[src/hdl/ti_map_pkg.sv]
`default_nettype none
//----------------------------------------
// Shared widths, region codes and base
// addresses of the memory-mapping core,
// plus the two-view CPU address word
//----------------------------------------
package ti_map_pkg;

  // Bus widths
  localparam int unsigned ADDR_W  = 16;  // CPU byte address
  localparam int unsigned DATA_W  = 16;  // CPU data word
  localparam int unsigned XADDR_W = 23;  // External word address

  //----------------------------------------
  // Region codes from stage 1
  //----------------------------------------
  localparam int unsigned REGION_W = 4;
  localparam logic [REGION_W-1:0] REG_ROM       = 4'd0;  // 0000..1FFF boot ROM
  localparam logic [REGION_W-1:0] REG_EXP       = 4'd1;  // 32K expansion RAM
  localparam logic [REGION_W-1:0] REG_SAMS_REGS = 4'd2;  // Page registers at 4000
  localparam logic [REGION_W-1:0] REG_CART      = 4'd3;  // 6000..7FFF cartridge
  localparam logic [REGION_W-1:0] REG_SCRATCH   = 4'd4;  // 8000..83FF scratchpad
  localparam logic [REGION_W-1:0] REG_WINDOW    = 4'd5;  // 8500..85FF window
  localparam logic [REGION_W-1:0] REG_WINREG    = 4'd6;  // 8600 window register
  localparam logic [REGION_W-1:0] REG_NONE      = 4'd7;  // Nothing mapped

  // Kind of access handed to stage 3
  localparam int unsigned KIND_W = 2;
  localparam logic [KIND_W-1:0] KIND_RD  = 2'd0;  // External memory read
  localparam logic [KIND_W-1:0] KIND_WR  = 2'd1;  // External memory write
  localparam logic [KIND_W-1:0] KIND_INT = 2'd2;  // Completed inside the core

  // Placement in external memory, word addresses
  localparam logic [XADDR_W-1:0] CART_BASE = 23'h100000;  // 256 cart pages of 8K bytes
  localparam logic [XADDR_W-1:0] SAMS_BASE = 23'h040000;  // 256 mapper pages of 4K bytes
  localparam logic [7:0]         CRU_SAMS_BASE = 8'h1E;   // CRU bits at 1E00

  // Mapper
  localparam int unsigned PAGE_W        = 8;
  localparam int unsigned NUM_PAGE_REGS = 16;

  //----------------------------------------
  // One CPU address word, two decodings
  //----------------------------------------
  typedef union packed {
    struct packed {
      logic [3:0]  nibble;   // 4K region, also the mapper lookup index
      logic [11:0] offset;
    } mem;
    struct packed {
      logic [7:0] base;      // CRU device select
      logic [6:0] bit_idx;   // CRU bit number
      logic       spare;     // Byte lane, ignored by CRU
    } cru;
  } cpu_addr_u;

endpackage
`default_nettype wire

[src/hdl/bus_decode.sv]
`timescale 1ns/1ps
`default_nettype none
//----------------------------------------
// Stage 1: catches the start of each CPU
// cycle, classifies the address into a
// region and owns the SAMS CRU bits
//----------------------------------------
module bus_decode (
  input  logic                              clk,
  input  logic                              cpu_reset,
  input  logic [ti_map_pkg::ADDR_W-1:0]     cpu_addr_i,
  input  logic [ti_map_pkg::DATA_W-1:0]     cpu_data_i,
  input  logic                              cpu_rd_i,
  input  logic                              cpu_wr_i,
  input  logic                              cru_clk_i,
  input  logic                              cru_bit_i,
  output logic                              dec_valid_o,   // One pulse per CPU cycle
  output logic [ti_map_pkg::REGION_W-1:0]   dec_region_o,
  output logic [ti_map_pkg::ADDR_W-1:0]     dec_addr_o,
  output logic                              dec_wr_o,
  output logic [ti_map_pkg::DATA_W-1:0]     dec_data_o,
  output logic                              sams_mapen_o   // CRU 1E02, mapping on
);

  ti_map_pkg::cpu_addr_u cpu_a;           // Address seen as memory or CRU
  logic                  rd_q, wr_q;      // Strobes one cycle back
  logic                  cru_clk_q;
  logic                  sams_en;         // CRU 1E00, registers visible at 4000
  logic                  new_cycle;
  logic [ti_map_pkg::REGION_W-1:0] region;

  assign cpu_a     = cpu_addr_i;
  assign new_cycle = (cpu_rd_i && !rd_q) || (cpu_wr_i && !wr_q);  // Rising strobe

  //----------------------------------------
  // Region decode
  //----------------------------------------
  always_comb begin
    case (cpu_a.mem.nibble)
      4'h0, 4'h1: region = ti_map_pkg::REG_ROM;
      4'h2, 4'h3: region = ti_map_pkg::REG_EXP;        // Low 8K of expansion
      4'h4, 4'h5: begin
        // Page registers only while enabled over CRU
        region = sams_en ? ti_map_pkg::REG_SAMS_REGS : ti_map_pkg::REG_NONE;
      end
      4'h6, 4'h7: region = ti_map_pkg::REG_CART;
      4'h8: begin
        if (cpu_a.mem.offset[11:10] == 2'b00)
          region = ti_map_pkg::REG_SCRATCH;            // 8000..83FF
        else if (cpu_a.mem.offset[11:8] == 4'h5)
          region = ti_map_pkg::REG_WINDOW;             // 8500..85FF
        else if (cpu_a.mem.offset[11:8] == 4'h6)
          region = ti_map_pkg::REG_WINREG;             // 8600..86FF
        else
          region = ti_map_pkg::REG_NONE;               // Video, sound and such
      end
      4'h9:    region = ti_map_pkg::REG_NONE;          // GROM and speech ports
      default: region = ti_map_pkg::REG_EXP;           // A000..FFFF
    endcase
  end

  // Control state
  always_ff @(posedge clk) begin
    if (cpu_reset) begin
      rd_q         <= 1'b0;
      wr_q         <= 1'b0;
      dec_valid_o  <= 1'b0;
      cru_clk_q    <= 1'b0;
      sams_en      <= 1'b0;
      sams_mapen_o <= 1'b0;
    end else begin
      rd_q        <= cpu_rd_i;
      wr_q        <= cpu_wr_i;
      dec_valid_o <= new_cycle;
      cru_clk_q   <= cru_clk_i;
      // CRU bit write on rising cru_clk at base 1E
      if (cru_clk_i && !cru_clk_q && cpu_a.cru.base == ti_map_pkg::CRU_SAMS_BASE) begin
        if (cpu_a.cru.bit_idx == 7'd0)
          sams_en <= cru_bit_i;
        else if (cpu_a.cru.bit_idx == 7'd1)
          sams_mapen_o <= cru_bit_i;
      end
    end
  end

  // Cycle payload, captured with the valid pulse
  always_ff @(posedge clk) begin
    if (new_cycle) begin
      dec_region_o <= region;
      dec_addr_o   <= cpu_addr_i;
      dec_wr_o     <= cpu_wr_i;
      dec_data_o   <= cpu_data_i;
    end
  end

  // CPU never reads and writes in one cycle
  a_rd_wr_excl: assert property (@(posedge clk) disable iff (cpu_reset)
    !(cpu_rd_i && cpu_wr_i))
    else $error("bus_decode: rd and wr high together");

endmodule
`default_nettype wire

[src/hdl/sams_mapper.sv]
`timescale 1ns/1ps
`default_nettype none
//----------------------------------------
// SAMS page register file. Translates a
// 4K region nibble into a page number
//----------------------------------------
module sams_mapper (
  input  logic                            clk,
  input  logic                            wr_i,      // Register write strobe
  input  logic [3:0]                      idx_i,     // Register picked by the CPU
  input  logic [ti_map_pkg::PAGE_W-1:0]   wdata_i,
  input  logic [3:0]                      lookup_i,  // Region nibble to translate
  input  logic                            mapen_i,
  output logic [ti_map_pkg::PAGE_W-1:0]   page_o,
  output logic [ti_map_pkg::PAGE_W-1:0]   rdata_o
);

  // One page per 4K region of the CPU space
  logic [ti_map_pkg::PAGE_W-1:0] page_regs [ti_map_pkg::NUM_PAGE_REGS];

  always_ff @(posedge clk) begin
    if (wr_i)
      page_regs[idx_i] <= wdata_i;
  end

  // Pass-through mode maps each region onto its own page
  assign page_o  = mapen_i ? page_regs[lookup_i] : {4'h0, lookup_i};
  assign rdata_o = page_regs[idx_i];       // Register readback

endmodule
`default_nettype wire

[src/hdl/addr_translate.sv]
`timescale 1ns/1ps
`default_nettype none
//----------------------------------------
// Stage 2: holds cartridge bank and window
// registers, looks up SAMS pages and forms
// the external word address
//----------------------------------------
module addr_translate (
  input  logic                              clk,
  input  logic                              cpu_reset,
  input  logic                              dec_valid_i,
  input  logic [ti_map_pkg::REGION_W-1:0]   dec_region_i,
  input  logic [ti_map_pkg::ADDR_W-1:0]     dec_addr_i,
  input  logic                              dec_wr_i,
  input  logic [ti_map_pkg::DATA_W-1:0]     dec_data_i,
  input  logic                              sams_mapen_i,
  output logic                              xl_valid_o,
  output logic [ti_map_pkg::KIND_W-1:0]     xl_kind_o,
  output logic [ti_map_pkg::XADDR_W-1:0]    xl_addr_o,
  output logic [ti_map_pkg::DATA_W-1:0]     xl_wdata_o,
  output logic [ti_map_pkg::DATA_W-1:0]     xl_rdata_o   // Read data of internal kinds
);

  ti_map_pkg::cpu_addr_u dec_a;
  logic [ti_map_pkg::PAGE_W-1:0]  cart_page;   // Bank latched from a cart write
  logic [ti_map_pkg::PAGE_W-1:0]  map_page;
  logic [ti_map_pkg::PAGE_W-1:0]  map_rdata;
  logic [ti_map_pkg::DATA_W-1:0]  win_reg;     // Window base, 256 byte units
  logic                           map_wr, cart_wr, win_wr;
  logic [ti_map_pkg::KIND_W-1:0]  kind;
  logic [ti_map_pkg::XADDR_W-1:0] xaddr;
  logic [ti_map_pkg::DATA_W-1:0]  rdata;

  assign dec_a   = dec_addr_i;
  assign map_wr  = dec_valid_i && dec_wr_i && dec_region_i == ti_map_pkg::REG_SAMS_REGS;
  assign cart_wr = dec_valid_i && dec_wr_i && dec_region_i == ti_map_pkg::REG_CART;
  assign win_wr  = dec_valid_i && dec_wr_i && dec_region_i == ti_map_pkg::REG_WINREG;

  // Register index from address bits 4..1, data in the high byte
  sams_mapper sams_mapper_inst (
    .clk      (clk),
    .wr_i     (map_wr),
    .idx_i    (dec_addr_i[4:1]),
    .wdata_i  (dec_data_i[15:8]),
    .lookup_i (dec_a.mem.nibble),
    .mapen_i  (sams_mapen_i),
    .page_o   (map_page),
    .rdata_o  (map_rdata)
  );

  //----------------------------------------
  // Address and kind per region
  //----------------------------------------
  always_comb begin
    kind  = dec_wr_i ? ti_map_pkg::KIND_WR : ti_map_pkg::KIND_RD;
    xaddr = '0;
    rdata = '0;
    case (dec_region_i)
      ti_map_pkg::REG_ROM, ti_map_pkg::REG_SCRATCH: begin
        xaddr = {8'h00, dec_addr_i[15:1]};              // Direct word address
        if (dec_region_i == ti_map_pkg::REG_ROM && dec_wr_i)
          kind = ti_map_pkg::KIND_INT;                  // ROM is write protected
      end
      ti_map_pkg::REG_EXP:
        xaddr = ti_map_pkg::SAMS_BASE + {4'h0, map_page, dec_a.mem.offset[11:1]};
      ti_map_pkg::REG_CART: begin
        xaddr = ti_map_pkg::CART_BASE + {3'b000, cart_page, dec_addr_i[12:1]};
        if (dec_wr_i)
          kind = ti_map_pkg::KIND_INT;                  // Bank switch only
      end
      ti_map_pkg::REG_WINDOW:
        xaddr = {win_reg, dec_addr_i[7:1]};
      ti_map_pkg::REG_SAMS_REGS: begin
        kind  = ti_map_pkg::KIND_INT;
        rdata = {map_rdata, map_rdata};                 // Byte in both halves
      end
      ti_map_pkg::REG_WINREG: begin
        kind  = ti_map_pkg::KIND_INT;
        rdata = win_reg;
      end
      default: kind = ti_map_pkg::KIND_INT;             // Unmapped, reads zero
    endcase
  end

  // Control state and mapping registers
  always_ff @(posedge clk) begin
    if (cpu_reset) begin
      xl_valid_o <= 1'b0;
      cart_page  <= '0;
      win_reg    <= '0;
    end else begin
      xl_valid_o <= dec_valid_i;
      if (cart_wr)
        cart_page <= dec_addr_i[8:1];                   // Page from the address bus
      if (win_wr)
        win_reg <= dec_data_i;
    end
  end

  // Payload towards stage 3
  always_ff @(posedge clk) begin
    if (dec_valid_i) begin
      xl_kind_o  <= kind;
      xl_addr_o  <= xaddr;
      xl_wdata_o <= dec_data_i;
      xl_rdata_o <= rdata;
    end
  end

endmodule
`default_nettype wire

[src/hdl/mem_request.sv]
`timescale 1ns/1ps
`default_nettype none
//----------------------------------------
// Stage 3 drives the request/ack handshake
// to the external memory and the held
// ready to the CPU
//----------------------------------------
module mem_request (
  input  logic                             clk,
  input  logic                             cpu_reset,
  input  logic                             cpu_rd_i,
  input  logic                             cpu_wr_i,
  input  logic                             xl_valid_i,
  input  logic [ti_map_pkg::KIND_W-1:0]    xl_kind_i,
  input  logic [ti_map_pkg::XADDR_W-1:0]   xl_addr_i,
  input  logic [ti_map_pkg::DATA_W-1:0]    xl_wdata_i,
  input  logic [ti_map_pkg::DATA_W-1:0]    xl_rdata_i,
  input  logic                             mem_ack_i,
  input  logic [ti_map_pkg::DATA_W-1:0]    mem_rdata_i,   // Valid with the ack
  output logic [ti_map_pkg::XADDR_W-1:0]   mem_addr_o,
  output logic [ti_map_pkg::DATA_W-1:0]    mem_wdata_o,
  output logic                             mem_rd_rq_o,
  output logic                             mem_wr_rq_o,
  output logic [ti_map_pkg::DATA_W-1:0]    cpu_rdata_o,
  output logic                             cpu_ready_o
);

  logic req_busy;     // A request is out
  logic mem_done;     // Memory accepted it this cycle
  logic int_done;     // Access served inside the core

  assign req_busy = mem_rd_rq_o || mem_wr_rq_o;
  assign mem_done = req_busy && mem_ack_i;
  assign int_done = xl_valid_i && xl_kind_i == ti_map_pkg::KIND_INT;

  // Requests and held ready
  always_ff @(posedge clk) begin
    if (cpu_reset) begin
      mem_rd_rq_o <= 1'b0;
      mem_wr_rq_o <= 1'b0;
      cpu_ready_o <= 1'b0;
    end else begin
      if (xl_valid_i) begin
        mem_rd_rq_o <= xl_kind_i == ti_map_pkg::KIND_RD;
        mem_wr_rq_o <= xl_kind_i == ti_map_pkg::KIND_WR;
      end else if (mem_done) begin
        mem_rd_rq_o <= 1'b0;                   // Drop the cycle after the ack
        mem_wr_rq_o <= 1'b0;
      end
      if (!cpu_rd_i && !cpu_wr_i)
        cpu_ready_o <= 1'b0;                   // CPU has ended its cycle
      else if (mem_done || int_done)
        cpu_ready_o <= 1'b1;
    end
  end

  // Address, write data and read word
  always_ff @(posedge clk) begin
    if (xl_valid_i) begin
      mem_addr_o  <= xl_addr_i;
      mem_wdata_o <= xl_wdata_i;
    end
    if (int_done)
      cpu_rdata_o <= xl_rdata_i;
    else if (mem_done && mem_rd_rq_o)
      cpu_rdata_o <= mem_rdata_i;
  end

  //----------------------------------------
  // Handshake rules
  //----------------------------------------
  // One access at a time towards memory
  a_one_request: assert property (@(posedge clk) disable iff (cpu_reset)
    !(xl_valid_i && req_busy))
    else $error("mem_request: new access arrived while a request is out");

  a_req_held: assert property (@(posedge clk) disable iff (cpu_reset)
    (req_busy && !mem_ack_i) |=> (req_busy && $stable(mem_addr_o)))
    else $error("mem_request: request dropped or address moved before ack");

endmodule
`default_nettype wire

[src/hdl/ti_mem_map.sv]
`timescale 1ns/1ps
`default_nettype none
//----------------------------------------
// Memory-mapping core top level. CPU bus
// in, external word-addressed memory out,
// three pipeline stages in between
//----------------------------------------
module ti_mem_map (
  input  logic                             clk,
  input  logic                             cpu_reset,
  // CPU side
  input  logic [ti_map_pkg::ADDR_W-1:0]    cpu_addr_i,
  input  logic [ti_map_pkg::DATA_W-1:0]    cpu_data_i,
  input  logic                             cpu_rd_i,
  input  logic                             cpu_wr_i,
  input  logic                             cru_clk_i,
  input  logic                             cru_bit_i,
  output logic [ti_map_pkg::DATA_W-1:0]    cpu_rdata_o,
  output logic                             cpu_ready_o,
  // Memory side
  output logic [ti_map_pkg::XADDR_W-1:0]   mem_addr_o,
  output logic [ti_map_pkg::DATA_W-1:0]    mem_wdata_o,
  output logic                             mem_rd_rq_o,
  output logic                             mem_wr_rq_o,
  input  logic                             mem_ack_i,
  input  logic [ti_map_pkg::DATA_W-1:0]    mem_rdata_i
);

  // Stage 1 to stage 2
  logic                             dec_valid;
  logic [ti_map_pkg::REGION_W-1:0]  dec_region;
  logic [ti_map_pkg::ADDR_W-1:0]    dec_addr;
  logic                             dec_wr;
  logic [ti_map_pkg::DATA_W-1:0]    dec_data;
  logic                             sams_mapen;
  // Stage 2 to stage 3
  logic                             xl_valid;
  logic [ti_map_pkg::KIND_W-1:0]    xl_kind;
  logic [ti_map_pkg::XADDR_W-1:0]   xl_addr;
  logic [ti_map_pkg::DATA_W-1:0]    xl_wdata;
  logic [ti_map_pkg::DATA_W-1:0]    xl_rdata;

  bus_decode bus_decode_inst (
    .clk          (clk),
    .cpu_reset    (cpu_reset),
    .cpu_addr_i   (cpu_addr_i),
    .cpu_data_i   (cpu_data_i),
    .cpu_rd_i     (cpu_rd_i),
    .cpu_wr_i     (cpu_wr_i),
    .cru_clk_i    (cru_clk_i),
    .cru_bit_i    (cru_bit_i),
    .dec_valid_o  (dec_valid),
    .dec_region_o (dec_region),
    .dec_addr_o   (dec_addr),
    .dec_wr_o     (dec_wr),
    .dec_data_o   (dec_data),
    .sams_mapen_o (sams_mapen)
  );

  addr_translate addr_translate_inst (
    .clk          (clk),
    .cpu_reset    (cpu_reset),
    .dec_valid_i  (dec_valid),
    .dec_region_i (dec_region),
    .dec_addr_i   (dec_addr),
    .dec_wr_i     (dec_wr),
    .dec_data_i   (dec_data),
    .sams_mapen_i (sams_mapen),
    .xl_valid_o   (xl_valid),
    .xl_kind_o    (xl_kind),
    .xl_addr_o    (xl_addr),
    .xl_wdata_o   (xl_wdata),
    .xl_rdata_o   (xl_rdata)
  );

  mem_request mem_request_inst (
    .clk          (clk),
    .cpu_reset    (cpu_reset),
    .cpu_rd_i     (cpu_rd_i),
    .cpu_wr_i     (cpu_wr_i),
    .xl_valid_i   (xl_valid),
    .xl_kind_i    (xl_kind),
    .xl_addr_i    (xl_addr),
    .xl_wdata_i   (xl_wdata),
    .xl_rdata_i   (xl_rdata),
    .mem_ack_i    (mem_ack_i),
    .mem_rdata_i  (mem_rdata_i),
    .mem_addr_o   (mem_addr_o),
    .mem_wdata_o  (mem_wdata_o),
    .mem_rd_rq_o  (mem_rd_rq_o),
    .mem_wr_rq_o  (mem_wr_rq_o),
    .cpu_rdata_o  (cpu_rdata_o),
    .cpu_ready_o  (cpu_ready_o)
  );

endmodule
`default_nettype wire

[config.mk]
export PLATFORM = sky130hd
export DESIGN_NAME = ti_mem_map
export DESIGN_NICKNAME = d
export VERILOG_FILES = /design/src/hdl/ti_map_pkg.sv /design/src/hdl/bus_decode.sv /design/src/hdl/sams_mapper.sv /design/src/hdl/addr_translate.sv /design/src/hdl/mem_request.sv /design/src/hdl/ti_mem_map.sv
export SDC_FILE = /design/constraint.sdc
export NUM_CORES = 1
export LEC_CHECK = 0
export BUFFER_PORTS_ARGS = -buffer_cell sky130_fd_sc_hd__buf_2
export CORE_AREA = 3 3 161 163
export CTS_CLUSTER_DIAMETER = 120
export DETAILED_ROUTE_END_ITERATION = 8
export DIE_AREA = 0 0 164 166
export PLACE_DENSITY = 0.74
export RECOVER_POWER = 50
export SKIP_CTS_REPAIR_TIMING = 1
export SYNTH_ARGS = -nofsm -noshare
export SYNTH_HDL_FRONTEND = slang
export SYNTH_SLANG_ARGS = --single-unit
[constraint.sdc]
create_clock -name clk -period 3.7 [get_ports clk]
set_input_delay 0.185 -clock clk [delete_from_list [all_inputs] [get_ports clk]]
set_output_delay 0.185 -clock clk [all_outputs]
set_load 0.01 [all_outputs]
==> flow_summary.json, run 1 <==
{
  "nets": 1065,
  "synthFlopType": "edfxtp_1",
  "die_h_um": 166,
  "diodes": 0,
  "pre_cts_ws_ns": 0.817,
  "ys_seq_area_share_pct": 70.1,
  "drc_errors": 0,
  "ys_types": 60,
  "leakagePower_nw": 5.41,
  "dp.cells": 1249,
  "violations": "capacitance limit, slew limit",
  "grt_pass1_wl_um": 46000,
  "skew_ns": 0.0187,
  "antenna_found_initial": 0,
  "root_buffer": "clkbuf_16",
  "tritoncts": "done",
  "yosys.area.top_type_share_pct": 63.6,
  "min_path_type": "input pin to flop",
  "fin_crit_sh_pct": 79.7,
  "dr.pass1.iters": 6,
  "start_kind": "flop",
  "cap_violations": 2,
  "path_class": "flop to flop",
  "vias_per_cell": 5.93,
  "wl_per_cell_um": 22.9,
  "synth_area_um2": 13000,
  "die_x_um": 164,
  "top_register": "addr_translate_inst.sams_mapper_inst.page_regs",
  "final_antenna_net_count": 0,
  "drive_above_1_share_pct": 18.9,
  "clk_latency_ns": 0.56,
  "setup_viol": 0,
  "path_clk_slew_ns": 0.07,
  "overflow": 0,
  "numPortBuffers": 111,
  "min_period_ns": 2.95,
  "tns_ns": 0,
  "fin_cells": 1358,
  "worstPathMaxFanout": 19,
  "yosys.area.top_type": "edfxtp_1",
  "synth_edf_count": 275,
  "p_per_area_nw_per_um2": 506,
  "drt-initial-drc-count": 848,
  "async_reset_ff_share_pct": 0,
  "postSynthCellCount": 827,
  "rows": 57,
  "clockBufferDepth": 3,
  "vias": 8047,
  "grt_usage_pct": 22.0,
  "core_um2": 24500,
  "synth_area_leaders": "edfxtp_1 (64%), dfxtp_1 (6.5%), mux4_2 (5.7%)",
  "finalWirelength_um": 31100,
  "rsz0062_at_grt": "false",
  "gp_congestion": 0.899,
  "dieArea_um2": 27200,
  "avgSynthCellArea_um2": 15.7,
  "synthToLayoutAreaGrowth_pct": 18.8,
  "cp-end-kind": "flop",
  "synth_seq_cells": 317,
  "ios": 113,
  "clkSinkCount": 317,
  "grt_max_degree": 62,
  "fmax_mhz": 339,
  "design_power_total_mw": 7.82,
  "yosysMostFrequentCell": "edfxtp_1",
  "fin_ws_ns": 0.752,
  "reg_top3": "addr_translate_inst.sams_mapper_inst.page_regs (128), addr_translate_inst.xl_addr_o (23), mem_request_inst.mem_addr_o (23)",
  "hold_viol": 0,
  "tightest_slew_ns": 2.39,
  "syn_nets": 882,
  "relSlewSlack_pct": -59.6,
  "yosysWarnings": 0,
  "largest_reg_flops": 128,
  "required_ns": 3.96,
  "dp_hpwl_um": 20900,
  "htreeDepth": 1,
  "arrival_ns": 3.21,
  "grt_pass1_vias": 7713,
  "max-vdd-ir-drop_uv": 294,
  "hold_slack_ns": 0.154,
  "status": "finished, violations left",
  "cts_made_buffers": 31,
  "slew_viol_final": 106,
  "synthTopCellsByCount": "edfxtp_1 (275), nand2_1 (63), mux2i_1 (59)",
  "initial_core_util_pct": 53.1
}
## cells in the final DEF, fill, tap and decap left out, types with 4 or more instances in the layout
| master | synthesis | final |
|---|---|---|
| a22oi_1 | 31 | 31 |
| nor3_1 | 5 | 4 |
| buf_4 | 2 | 29 |
| nand4_1 | 4 | 4 |
| dlygate4sd3_1 | 0 | 52 |
| nand3_1 | 36 | 36 |
| clkbuf_16 | 0 | 33 |
| clkinv_2 | 0 | 7 |
| and2_1 | 11 | 11 |
| and3_1 | 5 | 5 |
| mux4_2 | 33 | 33 |
| buf_2 | 16 | 36 |
| a22o_1 | 13 | 13 |
| clkbuf_1 | 20 | 85 |
| o221ai_1 | 7 | 7 |
| mux2i_1 | 59 | 59 |
| a21oi_1 | 30 | 30 |
| dfxtp_1 | 42 | 40 |
| a31oi_1 | 4 | 4 |
| nor2b_1 | 20 | 20 |
| a2111oi_0 | 5 | 5 |
| o21ai_0 | 7 | 7 |
| inv_1 | 9 | 9 |
| edfxtp_1 | 275 | 275 |
| nand2_1 | 63 | 63 |
| mux2_2 | 32 | 32 |
| o31ai_1 | 4 | 4 |
| nand2b_1 | 4 | 4 |
| nor2_1 | 35 | 35 |
## routing by layer
metal  global-route usage [%]  up-vias  part of all wire (%)
li1                         -     3621                     -
met1                     31.2     3940                    41
met2                     35.0      424                    48
met3                     4.91       62                   9.3
met4                     5.22        0                   2.5
met5                        0        -                     0
## power by group
part | leakage, nW | switching, mW | total (mW) | internal (mW)
Sequential | 2.90 | 0.146 | 4.17 | 4.03
Combinational | 2.01 | 0.299 | 0.559 | 0.261
Clock | 0.500 | 1.31 | 3.08 | 1.77
Total | 5.41 | 1.76 | 7.82 | 6.06
## area by class of cell
| type | count | area [um^2] |
|---|---|---|
| clock inverters | 12 | 100 |
| inverters | 9 | 33.8 |
| well taps | 324 | 405 |
| flip-flops and latches | 317 | 9100 |
| multi-input cells | 457 | 3680 |
| repair buffers | 194 | 1210 |
| fillers | 1725 | 9030 |
| clock buffers | 45 | 901 |
## critical path, stage by stage, from the launching register on
cell and delay [ns]:
edfxtp_1 0.68, and2b_1 0.42, or3b_4 0.48, or3b_4 0.44, nor2_1 0.41, buf_4 0.23
## worst paths after layout
kind / startpoint / end / slack (ns) / cells past startpoint
max: bus_decode_inst.dec_region_o[1] / flop / 0.75 / 5
min: cpu_reset / mem_request_inst.mem_rd_rq_o / 0.15 / 2
max reg2reg: bus_decode_inst.dec_region_o[1] / flop / 0.75 / 5
min reg2reg: addr_translate_inst.xl_addr_o[5] / mem_request_inst.mem_addr_o[5] / 0.42 / 0
## metrics by stage
| step | instance area (um^2) | util, % |
|---|---|---|
| 2_1_floorplan | 13000 | - |
| 3_3_place_gp | 14000 | 57.3 |
| 3_5_place_dp | 14000 | 57.3 |
| 4_1_cts | 15000 | 61.4 |
| 5_1_grt | 15400 | 63.1 |
| 6_report | 15400 | 63.1 |
## cell families (layout without fill, tap and decap cells)
logic type / after synthesis / in the layout / synth area share (%)
DFF: 317 / 317 / 70.1
and+or+nand+nor: 218 / 218 / 8.89
AOI/OAI and AO/OA: 115 / 115 / 6.26
muxes: 124 / 124 / 13.0
buffers and inverters: 53 / 260 / 1.74
No activity file was read; power rests on OpenSTA's default activity.
==> run 2, diff against run 1 <==
--- a/config.mk
+++ b/config.mk
@@ -5,12 +5,13 @@
 export SDC_FILE = /design/constraint.sdc
 export NUM_CORES = 1
 export LEC_CHECK = 0
+export ABC_AREA = 1
 export BUFFER_PORTS_ARGS = -buffer_cell sky130_fd_sc_hd__buf_2
-export CORE_AREA = 3 3 161 163
+export CORE_AREA = 3 3 163 165
 export CTS_CLUSTER_DIAMETER = 120
 export DETAILED_ROUTE_END_ITERATION = 8
-export DIE_AREA = 0 0 164 166
-export PLACE_DENSITY = 0.74
+export DIE_AREA = 0 0 166 168
+export PLACE_DENSITY = 0.72
 export RECOVER_POWER = 50
 export SKIP_CTS_REPAIR_TIMING = 1
 export SYNTH_ARGS = -nofsm -noshare
==> constraint.sdc (replaced) <==
create_clock -name clk -period 3.04 [get_ports clk]
set_input_delay 0.152 -clock clk [delete_from_list [all_inputs] [get_ports clk]]
set_output_delay 0.152 -clock clk [all_outputs]
set_load 0.01 [all_outputs]
==> run 2 against run 1 <==
Compared with the run above: the run still ends with capacitance limit, slew limit left; combinational power grew 69%; routed wire length grew 5.6%; count of clock-buffer cells in the layout grew 2; sequential power grew 21%; global-route usage grew 0.51 points; die area grew 2.4%; first-iteration DRC count grew 29%; clock skew grew 0.0078 ns; register-to-register slack gained 0.03 ns; highest routed layer unchanged.
==> flow_summary.json, run 2 <==
{
  "vias_per_cell": 5.55,
  "leakagePower_nw": 6.08,
  "cap_violations": 1,
  "numPortBuffers": 111,
  "rsz0062_at_grt": "false",
  "clk_latency_ns": 0.52,
  "p_per_area_nw_per_um2": 628,
  "tns_ns": 0,
  "drive_above_1_share_pct": 9.52,
  "grt_usage_pct": 22.5,
  "synthToLayoutAreaGrowth_pct": 18.0,
  "crit_start": "bus_decode_inst.dec_region_o[2]",
  "initial_core_util_pct": 53.1,
  "max-vdd-ir-drop_uv": 434,
  "antenna_found_initial": 0,
  "tritoncts": "done",
  "diodes": 0,
  "grt_pass1_wl_um": 50100,
  "core_um2": 25200,
  "path_class": "flop to flop",
  "synth_seq_cells": 317,
  "synth_area_um2": 13400,
  "worstPathCellList": "nor2_1, nand2_1, nor2_1, nand3_1, nor2_1, buf_4",
  "drc_errors": 0,
  "synthXorXnorAreaFrac_pct": 0,
  "postSynthCellCount": 1259,
  "synth_compound_area_share_pct": 7.77,
  "yosysMostFrequentCell": "nand2_1",
  "slew_viol_final": 59,
  "nets": 1489,
  "largest_reg_flops": 128,
  "p_seq_share_pct": 50.8,
  "finalWirelength_um": 32800,
  "setup_viol": 0,
  "required_ns": 3.24,
  "yosysWarnings": 0,
  "drt-initial-drc-count": 1098,
  "hold_viol": 0,
  "status": "finished, violations left",
  "dieArea_um2": 27900,
  "synth_edf_count": 275,
  "relSlewSlack_pct": -1.04,
  "n_fill_cell": 1937,
  "reg_top3": "addr_translate_inst.sams_mapper_inst.page_regs (128), addr_translate_inst.xl_addr_o (23), mem_request_inst.mem_addr_o (23)",
  "dp_hpwl_um": 20900,
  "clockBufferDepth": 3,
  "sw_frac_of_total_pct": 24.3,
  "top_register": "addr_translate_inst.sams_mapper_inst.page_regs",
  "worstPathMaxFanout": 15,
  "clkPwrFrac_pct": 39.7,
  "fin_crit_sh_pct": 74.4,
  "path_clk_slew_ns": 0.06,
  "gp_congestion": 0.874,
  "multi_input_area_um2": 3530,
  "yosys.area.top_type_share_pct": 61.8,
  "yosys.area.top_type": "edfxtp_1",
  "grt_max_degree": 96,
  "tightest_slew_ns": 1.52,
  "start_kind": "flop",
  "overflow": 0,
  "yosys.area_share.adder_pct": 0,
  "grt_pass1_vias": 9328,
  "avgSynthCellArea_um2": 10.6,
  "synth_top_family_by_area": "simple AND/OR/NAND/NOR gates",
  "fin_ws_ns": 0.777,
  "die_x_um": 166,
  "power_switching_mw": 2.41,
  "htreeDepth": 2,
  "cp_common_cell": "nor2_1",
  "ios": 113,
  "arrival_ns": 2.46,
  "die_h_um": 168,
  "slowest_stage": "edfxtp_1",
  "async_reset_ff_share_pct": 0,
  "crit_path_max_incr_delay_ns": 0.63,
  "most-common-layout-cells": "nand2_1 (297), edfxtp_1 (275), nor2_1 (148), nand3_1 (145), inv_1 (90)",
  "ys_types": 32,
  "final_antenna_net_count": 0,
  "r2r-start": "bus_decode_inst.dec_region_o[2]",
  "min_period_ns": 2.26,
  "root_buffer": "clkbuf_16",
  "dr.pass1.iters": 5,
  "fmax_mhz": 442,
  "mostFrequentLayoutCell": "nand2_1",
  "wl_per_cell_um": 18.3,
  "cp-end-kind": "flop",
  "violations": "capacitance limit, slew limit",
  "p_int_mw": 7.51,
  "skew_ns": 0.0265,
  "p_comb_share_pct": 9.5,
  "synthMuxAreaShare_pct": 0,
  "hp-start": "mem_ack_i",
  "synth_simple_gate_area_share_pct": 18.6,
  "layout.area.seq_um2": 9100,
  "synthTopCellsByCount": "nand2_1 (298), edfxtp_1 (275), nor2_1 (148)",
  "syn_nets": 1314,
  "vias": 9929,
  "min_path_type": "input pin to flop",
  "ys_seq_area_share_pct": 68.1,
  "pre_cts_ws_ns": 0.829,
  "clkSinkCount": 317,
  "synth_area_leaders": "edfxtp_1 (62%), nand2_1 (8.4%), dfxtp_1 (6.3%)",
  "cp_top_family": "simple AND/OR/NAND/NOR gates",
  "cts_made_buffers": 34,
  "cp.buffers_inverters": 1,
  "synthFlopType": "edfxtp_1",
  "rows": 58
}
run 2: cell count changes after synthesis, moves of 17 or more:
cell	before	now
a22oi_1	31	0
buf_2	16	33
inv_1	9	90
mux2_2	32	0
mux2i_1	59	0
mux4_2	33	0
nand2_1	63	298
nand3_1	36	145
nor2_1	35	148
nor2b_1	20	0
o211ai_1	0	35
o21ai_0	7	88
run 2: stage by stage:
| step | utilization [%] | std cells | hold WS, ns | area, um^2 | total power, mW |
|---|---|---|---|---|---|
| finish | 62.7 | 1790 | 0.0860 | 15800 | 9.92 |
| global route | 62.7 | 1790 | 0.134 | 15800 | 10.3 |
| CTS | 60.9 | 1736 | -0.211 | 15300 | 9.90 |
| detailed placement | 56.6 | 1674 | 0.330 | 14300 | 6.00 |
| global placement | 56.6 | 1674 | 0.328 | 14300 | 5.98 |
| floorplan | - | 1259 | 0.251 | 13400 | 5.69 |
run 2: cell type report:
class | instances | area share, %
Multi-Input combinational cell | 784 | 22.4
Tap cell | 330 | 2.62
Sequential cell | 317 | 57.7
Inverter | 96 | 2.28
Clock buffer | 47 | 6.03
Timing Repair Buffer | 201 | 8.21
Clock inverter | 15 | 0.785
run 2: final timing paths:
kind / to / slack [ns] / depth (start not counted)
setup reg to reg: flop / 0.78 / 6
hold / removal: mem_request_inst.cpu_ready_o / 0.09 / 4
hold reg to reg: mem_request_inst.mem_wdata_o[11] / 0.40 / 0
setup / recovery: flop / 0.78 / 6
run 2: worst min-delay path: cells and delay by family:
| family | cells | cell delay (ns) |
|---|---|---|
| AOI/OAI and AO/OA | 1 | 0.16 |
| and+or+nand+nor | 1 | 0.14 |
| buffers and inverters | 2 | 0.12 |
run 2: routing by layer:
layer | part of all wire [%] | track usage (%) | vias to the layer above
met5 | 0 | 0 | -
met4 | 2.6 | 7.67 | 0
met3 | 9.8 | 4.48 | 69
met2 | 47 | 35.9 | 538
met1 | 41 | 31.4 | 4641
li1 | - | - | 4681
run 2: kinds of logic after synthesis:
logic type	count (synthesis)
AOI/OAI and AO/OA	181
buffers and inverters	158
DFF	317
and+or+nand+nor	603
run 2: power by group through the flow:
stage / Sequential (mW) / Clock, mW / Combinational [mW]
floorplan: 5.09 / 0 / 0.601
global placement: 5.12 / 0 / 0.860
detailed placement: 5.12 / 0 / 0.879
CTS: 5.03 / 3.98 / 0.886
global route: 5.05 / 4.18 / 1.03
finish: 5.03 / 3.94 / 0.943
==> run 3, diff against run 2 <==
--- a/config.mk
+++ b/config.mk
@@ -5,13 +5,13 @@
 export SDC_FILE = /design/constraint.sdc
 export NUM_CORES = 1
 export LEC_CHECK = 0
-export ABC_AREA = 1
+export ABC_AREA = 0
 export BUFFER_PORTS_ARGS = -buffer_cell sky130_fd_sc_hd__buf_2
-export CORE_AREA = 3 3 163 165
+export CORE_AREA = 3 3 161 163
 export CTS_CLUSTER_DIAMETER = 120
 export DETAILED_ROUTE_END_ITERATION = 8
-export DIE_AREA = 0 0 166 168
-export PLACE_DENSITY = 0.72
+export DIE_AREA = 0 0 164 166
+export PLACE_DENSITY = 0.71
 export RECOVER_POWER = 50
 export SKIP_CTS_REPAIR_TIMING = 1
 export SYNTH_ARGS = -nofsm -noshare
==> constraint.sdc (replaced) <==
create_clock -name clk -period 2.3 [get_ports clk]
set_input_delay 0.115 -clock clk [delete_from_list [all_inputs] [get_ports clk]]
set_output_delay 0.115 -clock clk [all_outputs]
set_load 0.01 [all_outputs]
==> run 3 against run 2 <==
Compared with the run above: the flow now finishes without violations; utilization rose by 1.9 points; cell area barely moved; power up 31%; maximum frequency increased by 4.0%; worst setup slack lost 0.65 ns; register-to-register slack worse by 0.65 ns; critical path depth shrank 1.
==> flow_summary.json, run 3 (synthesized netlist as in run 1, its figures left out) <==
{
  "status": "finished, final reports clean",
  "drive_above_1_share_pct": 20.8,
  "gp_congestion": 0.940,
  "die_x_um": 164,
  "most-common-layout-cells": "edfxtp_1 (275), clkbuf_1 (91), nand2_1 (62), mux2i_1 (59), dlygate4sd3_1 (52)",
  "path_clk_slew_ns": 0.06,
  "clkSinkCount": 317,
  "skew_ns": 0.0192,
  "arrival_ns": 2.38,
  "largest_reg_flops": 128,
  "p_seq_share_pct": 51.0,
  "leakagePower_nw": 5.55,
  "setup_viol": 0,
  "max-vdd-ir-drop_uv": 740,
  "htreeDepth": 2,
  "core_um2": 24500,
  "hp-start": "cpu_reset",
  "pre_cts_ws_ns": 0.0309,
  "final_antenna_net_count": 0,
  "min_path_type": "input pin to flop",
  "vias_per_cell": 5.91,
  "whs_endpoint": "mem_request_inst.mem_rd_rq_o",
  "vias": 8166,
  "drc_errors": 0,
  "clk_latency_ns": 0.51,
  "clockBufferDepth": 3,
  "dr.pass1.iters": 5,
  "numPortBuffers": 111,
  "mostFrequentLayoutCell": "edfxtp_1",
  "ios": 113,
  "rsz0062_at_grt": "false",
  "start_kind": "flop",
  "p_comb_share_pct": 8.1,
  "whs_path_depth": 2,
  "clkPwrFrac_pct": 40.9,
  "wl_per_cell_um": 22.8,
  "fin_crit_sh_pct": 94.6,
  "root_buffer": "clkbuf_16",
  "dieArea_um2": 27200,
  "rows": 57,
  "cts_made_buffers": 34,
  "overflow": 0,
  "reg_top3": "addr_translate_inst.sams_mapper_inst.page_regs (128), addr_translate_inst.xl_addr_o (23), mem_request_inst.mem_addr_o (23)",
  "relSlewSlack_pct": 22.9,
  "grt_max_degree": 62,
  "grt_pass1_wl_um": 46700,
  "initial_core_util_pct": 53.1,
  "r2r-start": "bus_decode_inst.dec_region_o[2]",
  "dp_hpwl_um": 21200,
  "r2r_cells": 5,
  "path_class": "flop to flop",
  "hold_viol": 0,
  "tritoncts": "done",
  "p_per_area_nw_per_um2": 823,
  "sw_frac_of_total_pct": 21.6,
  "cap_violations": 0,
  "place_area_um2": 14300,
  "top_register": "addr_translate_inst.sams_mapper_inst.page_regs",
  "die_h_um": 166,
  "synthToLayoutAreaGrowth_pct": 21.6,
  "p_int_mw": 10.2,
  "final_area_um2": 15800,
  "slew_viol_final": 0,
  "grt_pass1_vias": 7830,
  "tightest_slew_ns": 1.16,
  "design_power_total_mw": 13.0,
  "antenna_found_initial": 0,
  "nets": 1089,
  "diodes": 0,
  "worstPathMaxFanout": 8,
  "drt-initial-drc-count": 919,
  "finalWirelength_um": 31500,
  "fmax_mhz": 460,
  "fin_ws_ns": 0.125,
  "required_ns": 2.51,
  "power_switching_mw": 2.81,
  "grt_usage_pct": 22.7,
  "cp-end-kind": "flop",
  "rrSetupSlack_ns": 0.13,
  "min_period_ns": 2.17
}
## run 3: critical path: stages (launching register included)
cell and delay, ns:
edfxtp_1 0.38, and2b_1 0.22, or3b_4 0.44, or3b_4 0.47, nor3_4 0.23, buf_12 0.15
## run 3: layout make-up
class	instances	area (um^2)
clock inverter	9	160
sequential	317	9100
inverter	9	33.8
timing repair buffer	215	1410
tap	324	405
fill	1750	8670
clock buffer	50	921
multi-input combinational	457	3750
## run 3: stage by stage
step	utilization, %	std cells	hold WS [ns]	TNS (ns)
2_1_floorplan	-	827	0.214	-0.769
3_3_place_gp	58.4	1269	0.292	0
3_5_place_dp	58.4	1269	0.293	0
4_1_cts	62.9	1328	-0.226	0
5_1_grt	64.5	1381	0.152	0
6_report	64.5	1381	0.149	0
## run 3: routing by layer
| layer | routed length [um] | track usage [%] | part of all wire, % |
|---|---|---|---|
| met4 | 757 | 6.11 | 2.4 |
| met2 | 14800 | 35.1 | 47 |
| met1 | 13300 | 33.5 | 42 |
| met5 | 0 | 0 | 0 |
| met3 | 2670 | 4.04 | 8.5 |
## run 3: worst max path at each step
stage,cells after the start,startpoint,slack [ns],endpoint
after global routing,6,cpu_wr_i,0.05,flop
after CTS,4,bus_decode_inst.dec_region_o[2],0.02,flop
after global placement,4,bus_decode_inst.dec_region_o[2],0.08,flop
after floorplan,4,bus_decode_inst.dec_valid_o,-0.06,flop
after detailed placement,4,bus_decode_inst.dec_region_o[2],0.03,flop
final,5,bus_decode_inst.dec_region_o[2],0.13,flop
## run 3: power groups by stage
stage	Clock, mW	Sequential [mW]	Combinational (mW)
finish	5.31	6.62	1.06
global route	5.65	6.64	1.13
CTS	5.38	6.62	1.00
detailed placement	0	6.74	0.994
global placement	0	6.73	0.981
floorplan	0	6.72	0.602
